### src/hw/cpuPkg.sv
// shared types for the memory side
package cpuPkg;

    parameter int addrW = 32;
    parameter int dataW = 32;
    parameter int tagW  = 4;

    // load/store opcodes
    typedef enum logic [2:0] {
        LB,
        LH,
        LW,
        LBU,
        LHU,
        SB,
        SH,
        SW
    } lsOp_e;

    // memory controller states
    typedef enum logic [1:0] {
        IDLE,
        INST,
        DATA
    } memState_e;

    // one data access toward the controller
    typedef struct packed {
        logic [addrW-1:0] addr;
        logic [2:0]       len;
        logic             write;
        logic [dataW-1:0] wdata;
    } memReq_t;

    typedef struct packed {
        lsOp_e            op;
        logic [dataW-1:0] base;
        logic [dataW-1:0] storeVal;
        logic [dataW-1:0] imm;
        logic [tagW-1:0]  tag;
    } lsCmd_t;

    // data is zero for stores
    typedef struct packed {
        logic [tagW-1:0]  tag;
        logic [dataW-1:0] data;
    } lsResult_t;

    typedef struct packed {
        logic [addrW-1:0] pc;
        logic [dataW-1:0] inst;
    } fetchOut_t;

endpackage

### src/hw/icache.sv
// direct-mapped instruction cache
`timescale 1ns/1ps

module icache
    import cpuPkg::*;
#(
    parameter int icacheLines = 64
) (
    input  logic             clk_in,
    input  logic             rstN,
    input  logic             rdy_in,
    input  logic             fetchEn,
    input  logic [addrW-1:0] fetchAddr,
    input  logic             instOutEn,
    input  logic [dataW-1:0] inst,
    input  logic [addrW-1:0] instAddr,
    output logic             hit,
    output logic [dataW-1:0] cacheInst,
    output logic             memFetchEn,
    output logic [addrW-1:0] memFetchAddr
);

    localparam int idxW    = $clog2(icacheLines);
    localparam int tagBits = addrW - idxW - 2;

    logic [icacheLines-1:0] validQ;
    logic [tagBits-1:0]     tagMem  [icacheLines];
    logic [dataW-1:0]       dataMem [icacheLines];

    logic [idxW-1:0]    lookIdx;
    logic [idxW-1:0]    fillIdx;
    logic [tagBits-1:0] lookTag;
    logic               lineHit;
    logic               fillHit;

    // word address picks the line
    assign lookIdx = fetchAddr[idxW+1:2];
    assign lookTag = fetchAddr[addrW-1:idxW+2];
    assign fillIdx = instAddr[idxW+1:2];

    assign lineHit = validQ[lookIdx] && (tagMem[lookIdx] == lookTag);
    // fill returning this cycle counts as a hit
    assign fillHit = instOutEn && (instAddr == fetchAddr);

    assign hit       = fetchEn && (lineHit || fillHit);
    assign cacheInst = fillHit ? inst : dataMem[lookIdx];

    // request stays up until the line is present
    assign memFetchEn   = fetchEn && !(lineHit || fillHit);
    assign memFetchAddr = {fetchAddr[addrW-1:2], 2'b00};

    always_ff @(posedge clk_in) begin
        if (!rstN) begin
            validQ <= '0;
        end else if (rdy_in && instOutEn) begin
            validQ[fillIdx] <= 1'b1;
        end
    end

    always_ff @(posedge clk_in) begin
        if (rdy_in && instOutEn) begin
            tagMem[fillIdx]  <= instAddr[addrW-1:idxW+2];
            dataMem[fillIdx] <= inst;
        end
    end

endmodule

### src/hw/memCtrl.sv
// byte-serial RAM controller
`timescale 1ns/1ps

module memCtrl
    import cpuPkg::*;
(
    input  logic             clk_in,
    input  logic             rstN,
    input  logic             rdy_in,
    input  logic             memFetchEn,
    input  logic [addrW-1:0] memFetchAddr,
    output logic             instOutEn,
    output logic [dataW-1:0] inst,
    output logic [addrW-1:0] instAddr,
    input  logic             dataEn,
    input  memReq_t          dataReq,
    output logic             dataDone,
    output logic [dataW-1:0] ldData,
    input  logic [7:0]       memDin,
    output logic [7:0]       memDout,
    output logic [addrW-1:0] memA,
    output logic             memWr
);

    memState_e state;
    logic [2:0] cnt;
    logic       dataPend;
    logic       instDoneQ;
    logic       dataDoneQ;

    memReq_t          pendReq;
    logic [addrW-1:0] baseQ;
    logic [2:0]       lenQ;
    logic             writeQ;
    logic [dataW-1:0] wBuf;
    logic [dataW-1:0] rdBuf;

    memReq_t          curReq;
    logic             dataAvail;
    logic [1:0]       byteIdx;
    logic [dataW-1:0] gathered;

    // data side wins in IDLE, a parked request first
    assign dataAvail = dataPend || dataEn;
    assign curReq    = dataPend ? pendReq : dataReq;

    // byte on memDin belongs to the address sent last cycle
    assign byteIdx = 2'(cnt - 3'd1);

    always_comb begin
        gathered = rdBuf;
        gathered[byteIdx*8 +: 8] = memDin;
    end

    always_comb begin
        memA    = baseQ + addrW'(cnt);
        memDout = wBuf[7:0];
        memWr   = 1'b0;
        case (state)
            IDLE: begin
                // first byte goes out in the accept cycle
                if (dataAvail) begin
                    memA    = curReq.addr;
                    memDout = curReq.wdata[7:0];
                    memWr   = rdy_in && curReq.write;
                end else begin
                    memA = memFetchAddr;
                end
            end
            DATA: memWr = rdy_in && writeQ;
            default: ;
        endcase
    end

    always_ff @(posedge clk_in) begin
        if (!rstN) begin
            state     <= IDLE;
            cnt       <= '0;
            dataPend  <= 1'b0;
            instDoneQ <= 1'b0;
            dataDoneQ <= 1'b0;
        end else if (rdy_in) begin
            instDoneQ <= 1'b0;
            dataDoneQ <= 1'b0;
            case (state)
                IDLE: begin
                    cnt <= 3'd1;
                    if (dataAvail) begin
                        dataPend <= 1'b0;
                        // single byte store is finished already
                        if (curReq.write && curReq.len == 3'd1) begin
                            dataDoneQ <= 1'b1;
                        end else begin
                            state <= DATA;
                        end
                    end else if (memFetchEn) begin
                        state <= INST;
                    end
                end
                INST: begin
                    if (cnt == 3'd4) begin
                        state     <= IDLE;
                        instDoneQ <= 1'b1;
                    end else begin
                        cnt <= cnt + 3'd1;
                    end
                end
                DATA: begin
                    if (writeQ ? (cnt == lenQ - 3'd1) : (cnt == lenQ)) begin
                        state     <= IDLE;
                        dataDoneQ <= 1'b1;
                    end else begin
                        cnt <= cnt + 3'd1;
                    end
                end
                default: state <= IDLE;
            endcase
            // park a data request that arrives mid-transfer
            if (dataEn && state != IDLE) begin
                dataPend <= 1'b1;
            end
        end
    end

    always_ff @(posedge clk_in) begin
        if (rdy_in) begin
            if (dataEn && state != IDLE) begin
                pendReq <= dataReq;
            end
            if (state == IDLE) begin
                rdBuf <= '0;
                if (dataAvail) begin
                    baseQ  <= curReq.addr;
                    lenQ   <= curReq.len;
                    writeQ <= curReq.write;
                    wBuf   <= curReq.wdata >> 8;
                end else begin
                    baseQ  <= memFetchAddr;
                    lenQ   <= 3'd4;
                    writeQ <= 1'b0;
                end
            end else begin
                wBuf <= wBuf >> 8;
                if (!writeQ) begin
                    rdBuf <= gathered;
                end
            end
        end
    end

    // strobes stay quiet while paused
    assign instOutEn = instDoneQ && rdy_in;
    assign dataDone  = dataDoneQ && rdy_in;
    assign inst      = rdBuf;
    assign ldData    = rdBuf;
    assign instAddr  = baseQ;

endmodule

### src/hw/fetch.sv
// instruction fetcher
`timescale 1ns/1ps

module fetch
    import cpuPkg::*;
(
    input  logic             clk_in,
    input  logic             rstN,
    input  logic             rdy_in,
    input  logic             stall,
    input  logic             jumpEn,
    input  logic [addrW-1:0] jumpAddr,
    input  logic             hit,
    input  logic [dataW-1:0] cacheInst,
    output logic             fetchEn,
    output logic [addrW-1:0] fetchAddr,
    output logic             decEn,
    output fetchOut_t        decOut
);

    logic [addrW-1:0] pc;

    // no lookup for the old pc while redirecting
    assign fetchEn   = rdy_in && !jumpEn;
    assign fetchAddr = pc;

    // hit already carries rdy and jump
    assign decEn = hit && !stall;

    assign decOut.pc   = pc;
    assign decOut.inst = cacheInst;

    always_ff @(posedge clk_in) begin
        if (!rstN) begin
            pc <= '0;
        end else if (rdy_in) begin
            if (jumpEn) begin
                // a fill still in flight returns for the old pc
                pc <= jumpAddr;
            end else if (decEn) begin
                pc <= pc + addrW'(4);
            end
        end
    end

endmodule

### src/hw/lsUnit.sv
// load/store execution unit
`timescale 1ns/1ps

module lsUnit
    import cpuPkg::*;
(
    input  logic             clk_in,
    input  logic             rstN,
    input  logic             rdy_in,
    input  logic             lsWorkEn,
    input  lsCmd_t           lsCmd,
    output logic             lsBusy,
    output logic             dataEn,
    output memReq_t          dataReq,
    input  logic             dataDone,
    input  logic [dataW-1:0] ldData,
    output logic             lsDoneEn,
    output lsResult_t        lsResult
);

    logic busyQ;
    logic issueQ;
    logic doneQ;

    lsCmd_t    cmdQ;
    lsResult_t resultQ;

    logic [2:0]       len;
    logic             isStore;
    logic [dataW-1:0] extData;

    // size and direction from the opcode
    always_comb begin
        len     = 3'd4;
        isStore = 1'b0;
        case (cmdQ.op)
            LB, LBU: len = 3'd1;
            LH, LHU: len = 3'd2;
            SB: begin
                len     = 3'd1;
                isStore = 1'b1;
            end
            SH: begin
                len     = 3'd2;
                isStore = 1'b1;
            end
            SW: isStore = 1'b1;
            default: ;
        endcase
    end

    assign dataReq.addr  = cmdQ.base + cmdQ.imm;
    assign dataReq.len   = len;
    assign dataReq.write = isStore;
    assign dataReq.wdata = cmdQ.storeVal;

    // controller packs the bytes low
    always_comb begin
        case (cmdQ.op)
            LB:      extData = {{24{ldData[7]}}, ldData[7:0]};
            LH:      extData = {{16{ldData[15]}}, ldData[15:0]};
            LW:      extData = ldData;
            LBU:     extData = {24'd0, ldData[7:0]};
            LHU:     extData = {16'd0, ldData[15:0]};
            default: extData = '0;
        endcase
    end

    always_ff @(posedge clk_in) begin
        if (!rstN) begin
            busyQ  <= 1'b0;
            issueQ <= 1'b0;
            doneQ  <= 1'b0;
        end else if (rdy_in) begin
            issueQ <= 1'b0;
            doneQ  <= 1'b0;
            if (!busyQ && lsWorkEn) begin
                busyQ  <= 1'b1;
                issueQ <= 1'b1;
            end else if (busyQ && dataDone) begin
                busyQ <= 1'b0;
                doneQ <= 1'b1;
            end
        end
    end

    always_ff @(posedge clk_in) begin
        if (rdy_in) begin
            if (!busyQ && lsWorkEn) begin
                cmdQ <= lsCmd;
            end
            if (busyQ && dataDone) begin
                resultQ.tag  <= cmdQ.tag;
                resultQ.data <= extData;
            end
        end
    end

    assign lsBusy   = busyQ;
    assign dataEn   = issueQ && rdy_in;
    assign lsDoneEn = doneQ && rdy_in;
    assign lsResult = resultQ;

endmodule

### src/hw/memTop.sv
// memory side of the core
`timescale 1ns/1ps

module cpuTop
    import cpuPkg::*;
#(
    parameter int icacheLines = 64
) (
    input  logic             clk_in,
    input  logic             rstN,
    input  logic             rdy_in,
    input  logic [7:0]       memDin,
    output logic [7:0]       memDout,
    output logic [addrW-1:0] memA,
    output logic             memWr,
    input  logic             jumpEn,
    input  logic [addrW-1:0] jumpAddr,
    input  logic             stall,
    output logic             decEn,
    output fetchOut_t        decOut,
    input  logic             lsWorkEn,
    input  lsCmd_t           lsCmd,
    output logic             lsBusy,
    output logic             lsDoneEn,
    output lsResult_t        lsResult
);

    logic             fetchEn;
    logic [addrW-1:0] fetchAddr;
    logic             hit;
    logic [dataW-1:0] cacheInst;
    logic             memFetchEn;
    logic [addrW-1:0] memFetchAddr;
    logic             instOutEn;
    logic [dataW-1:0] inst;
    logic [addrW-1:0] instAddr;
    logic             dataEn;
    memReq_t          dataReq;
    logic             dataDone;
    logic [dataW-1:0] ldData;

    fetch fetcher (
        .clk_in    (clk_in),
        .rstN      (rstN),
        .rdy_in    (rdy_in),
        .stall     (stall),
        .jumpEn    (jumpEn),
        .jumpAddr  (jumpAddr),
        .hit       (hit),
        .cacheInst (cacheInst),
        .fetchEn   (fetchEn),
        .fetchAddr (fetchAddr),
        .decEn     (decEn),
        .decOut    (decOut)
    );

    icache #(
        .icacheLines (icacheLines)
    ) icache (
        .clk_in       (clk_in),
        .rstN         (rstN),
        .rdy_in       (rdy_in),
        .fetchEn      (fetchEn),
        .fetchAddr    (fetchAddr),
        .instOutEn    (instOutEn),
        .inst         (inst),
        .instAddr     (instAddr),
        .hit          (hit),
        .cacheInst    (cacheInst),
        .memFetchEn   (memFetchEn),
        .memFetchAddr (memFetchAddr)
    );

    memCtrl mcu (
        .clk_in       (clk_in),
        .rstN         (rstN),
        .rdy_in       (rdy_in),
        .memFetchEn   (memFetchEn),
        .memFetchAddr (memFetchAddr),
        .instOutEn    (instOutEn),
        .inst         (inst),
        .instAddr     (instAddr),
        .dataEn       (dataEn),
        .dataReq      (dataReq),
        .dataDone     (dataDone),
        .ldData       (ldData),
        .memDin       (memDin),
        .memDout      (memDout),
        .memA         (memA),
        .memWr        (memWr)
    );

    lsUnit ls (
        .clk_in   (clk_in),
        .rstN     (rstN),
        .rdy_in   (rdy_in),
        .lsWorkEn (lsWorkEn),
        .lsCmd    (lsCmd),
        .lsBusy   (lsBusy),
        .dataEn   (dataEn),
        .dataReq  (dataReq),
        .dataDone (dataDone),
        .ldData   (ldData),
        .lsDoneEn (lsDoneEn),
        .lsResult (lsResult)
    );

endmodule

### config.mk
export PLATFORM = sky130hd
export DESIGN_NAME = cpuTop
export DESIGN_NICKNAME = d
export VERILOG_FILES = /design/src/hw/cpuPkg.sv /design/src/hw/icache.sv /design/src/hw/memCtrl.sv /design/src/hw/fetch.sv /design/src/hw/lsUnit.sv /design/src/hw/memTop.sv
export SDC_FILE = /design/constraint.sdc
export NUM_CORES = 2
export LEC_CHECK = 0
export BUFFER_PORTS_ARGS = -buffer_cell sky130_fd_sc_hd__buf_2
export CAP_MARGIN = 20
export CORE_MARGIN = 2
export CORE_UTILIZATION = 55
export CTS_CLUSTER_SIZE = 8
export DETAILED_ROUTE_END_ITERATION = 12
export GPL_TIMING_DRIVEN = 0
export PLACE_DENSITY = 0.71
export SYNTH_ARGS = -nofsm -noshare
export SYNTH_HDL_FRONTEND = slang
export SYNTH_SLANG_ARGS = --single-unit
### constraint.sdc
create_clock -name clk_in -period 11.9 [get_ports clk_in]
set_input_delay 2.38 -clock clk_in [delete_from_list [all_inputs] [get_ports clk_in]]
set_output_delay 2.38 -clock clk_in [all_outputs]
set_load 0.005 [all_outputs]
==> reports/metrics.yaml <==
floorplan:
  start_util_pct: 55.1
  rows: 196
  die_w_um: 538
  die_area_sq_um: 289000
  ios: 293
  coreArea_sq_um: 284000
  die_h_um: 538
layout:
  syn_to_final_growth_pct: 19.8
  stdcell_area_sq_um: 188000
  fin_nets: 9036
  layout_commonest_cell: "edfxtp_1"
  final_cell_mix: "edfxtp_1 (3883), mux4_2 (998), clkbuf_16 (583)"
  final_cells: 12734
  layout-drive-gt1-share_pct: 29.0
power:
  leakage_nw: 60.1
  pwr_density_cell_nw_per_um2: 172
  ir_drop_mv: 0.152
sta:
  skew_ns: 0.0613
  slew_viol_final: 0
  finalCritPeriodShare_pct: 87.3
  fmax_mhz: 96.3
  fin_crit_ns: 10.39
  slew_headroom_pct: 5.91
  rsz0062_at_grt: "false"
  worst_slack_ns: 1.51
  finalSetupViolations: 0
  worst_slew_pin_slew_ns: 1.41
  hold_slack_ns: 0.424
  hold_viol_final: 0
placed_design:
  gp_congestion: 0.937
  hpwl_um: 359000
  dp_cells: 11996
  pre_cts_ws_ns: 2.72
  dpl_cell_area_sq_um: 172000
  io_buffers: 291
global_route:
  gr-total-overflow: 0
  grt_use_total_pct: 37.2
  grt_first_pass_wirelength_um: 728000
  antenna_found_initial: 43
  grt_pass1_vias: 90327
  grt_max_degree: 41
route:
  totalWireLength_um: 538000
  detail-route-antenna-nets: 0
  drt_iter0_markers: 17101
  vias: 91519
  via_per_inst: 7.19
  wl_per_cell_um: 42.3
  drt_first_pass_iters: 9
  drcViolationCount: 0
clocking:
  holdBufCountCts: 0
  cts_resized: 0
  cts_sinks: 3996
  cts_tree: "done"
  cts_setup_buffers: 0
  cts_max_level: 6
  numCtsBuffers: 574
  insertion_delay_ns: 0.95
  clockBufferDepth: 4
  cts.clk_slew.worst_paths_ns: 0.05
  root_buffer: "clkbuf_16"
hold_path:
  hold_class: "flop to flop"
critical_path:
  crit_chain: "clkbuf_1, clkbuf_1, buf_1, buf_16, clkbuf_1, clkbuf_2, clkbuf_2, clkbuf_1, mux4_2, mux4_2, nand2_1, nand2_1, buf_2"
  cp-start-kind: "flop"
  arrival_ns: 8.01
  critPathKind: "flop to output port"
  crit_top_cell: "clkbuf_1"
  end_kind: "output port"
  required_ns: 9.52
  crit_family: "buffers and inverters"
  crit_path_top_delay_cell: "clkbuf_1"
  cp.buffers_inverters: 9
  slowest_delay_ns: 0.91
  critPathMaxFanout: 10
run_status:
  status: "finished clean"
logic_synthesis:
  synth_seq_cells: 3996
  synth.distinct_cells: 91
  ys_warn_count: 0
  avgSynthCellArea_sq_um: 20.8
  synth_area_sq_um: 157000
  async_flop_share_pct: 0
  synthCells: 7546
  synth_seq_area_share_pct: 75.8
  ys.flop_type: "edfxtp_1"
  synth-edff-count: 3883
  syn_nets: 7743
flow_run:
  max_cap_viol_count: 0
-- worst register-to-register path: cells and delay by family, from the launching register on --
| kind | cells | cell delay [ns] |
|---|---|---|
| simple gates | 7 | 3.03 |
| buf+inv | 3 | 2.01 |
| compound gates | 4 | 1.82 |
| flops | 1 | 0.30 |
| xor+xnor | 1 | 0.19 |
-- sequential cells by signal, summed over array words and instances, names as in the netlist, 2 cells and up, named ones only --
register and flops:
icache.dataMem 2048, icache.tagMem 1536, ls.cmdQ 71, mcu.pendReq 68
icache.validQ 64, ls.lsResult 36, fetcher.fetchAddr 32, ls.dataReq 32
mcu.instAddr 32, mcu.inst 32, mcu.wBuf 24, mcu.cnt 3
mcu.lenQ 3, mcu.state 2
-- synth_stat cells, types with 7 or more instances --
library cell | count | area (sq um)
a2111oi_0 | 7 | 61.3
a211oi_1 | 10 | 75.1
a21o_1 | 42 | 315
a21oi_1 | 133 | 666
a221oi_1 | 7 | 61.3
a22o_1 | 13 | 114
a22oi_1 | 105 | 788
a31oi_1 | 16 | 100
a32oi_1 | 10 | 87.6
and2_1 | 20 | 125
and3_1 | 39 | 244
and4_1 | 7 | 61.3
buf_1 | 67 | 251
buf_2 | 68 | 340
buf_4 | 22 | 165
buf_6 | 16 | 180
clkbuf_1 | 221 | 830
dfxtp_1 | 113 | 2260
edfxtp_1 | 3883 | 117000
ha_1 | 46 | 576
inv_1 | 30 | 113
mux2_2 | 26 | 293
mux2i_1 | 266 | 2660
mux4_2 | 998 | 22500
nand2_1 | 322 | 1210
nand2b_1 | 24 | 150
nand3_1 | 88 | 440
nand3b_1 | 8 | 60.1
nand4_1 | 36 | 225
nor2_1 | 359 | 1350
nor2b_1 | 67 | 419
nor3_1 | 35 | 175
nor3b_1 | 13 | 97.6
nor4_1 | 14 | 87.6
o211ai_1 | 9 | 67.6
o21a_1 | 7 | 52.6
o21ai_0 | 102 | 510
o21ai_1 | 7 | 35.0
o22ai_1 | 38 | 238
o31ai_1 | 9 | 67.6
or2_2 | 7 | 43.8
or3_1 | 8 | 50.1
or4_1 | 8 | 60.1
xnor2_1 | 60 | 526
xor2_1 | 54 | 473
-- power by group --
part           internal [mW]  total, mW  switching, mW
logic                  0.785       2.11           1.33
clock network           8.69       14.5           5.77
registers               15.6       15.8          0.110
total                   25.1       32.3           7.20
-- layout make-up --
class | instances | area [sq um]
Fill cell | 17751 | 96500
Multi-Input combinational cell | 3115 | 36500
Sequential cell | 3996 | 119000
Buffer | 401 | 1900
Clock inverter | 38 | 509
Tap cell | 3762 | 4710
Inverter | 34 | 128
Clock buffer | 644 | 14800
Antenna cell | 27 | 67.6
Timing Repair Buffer | 717 | 10400
-- through the flow --
stage | power (mW) | util [%] | TNS (ns)
after detailed placement | 18.0 | 60.5 | 0
final | 32.3 | 66.1 | 0
after CTS | 32.2 | 65.9 | 0
after global routing | 32.9 | 66.0 | 0
after global placement | 17.8 | 57.3 | -630.65
after floorplan | 17.0 | - | 0
-- cells by family (layout without fill, tap and decap cells) --
group,count (synthesis),after routing,share of synthesized area [%]
muxes,1291,1291,16.2
DFF,3996,3996,75.8
AOI/OAI and AO/OA,567,567,2.38
and+or+nand+nor,1095,1095,3.29
xor gates and xnor gates,114,114,0.637
other,0,27,0
adders and majority gates,48,48,0.393
buffers and inverters,435,1834,1.28
-- routing by layer --
layer / GRT usage [%] / part of all wire, %
met4: 25.0 / 8.4
met2: 55.4 / 45
met5: 0.0987 / 0.048
met1: 46.4 / 32
met3: 12.9 / 15
-- worst paths after layout --
path / start / to / slack [ns] / cells after the start
worst min-delay path: ls.cmdQ[2] / ls.lsResult[34] / 0.42 / 0
worst max-delay path: flop / decOut[29] / 1.51 / 13
worst min register to register: ls.cmdQ[2] / ls.lsResult[34] / 0.42 / 0
worst max register to register: flop / flop / 4.39 / 15
No activity file was read; power rests on OpenSTA's default activity.
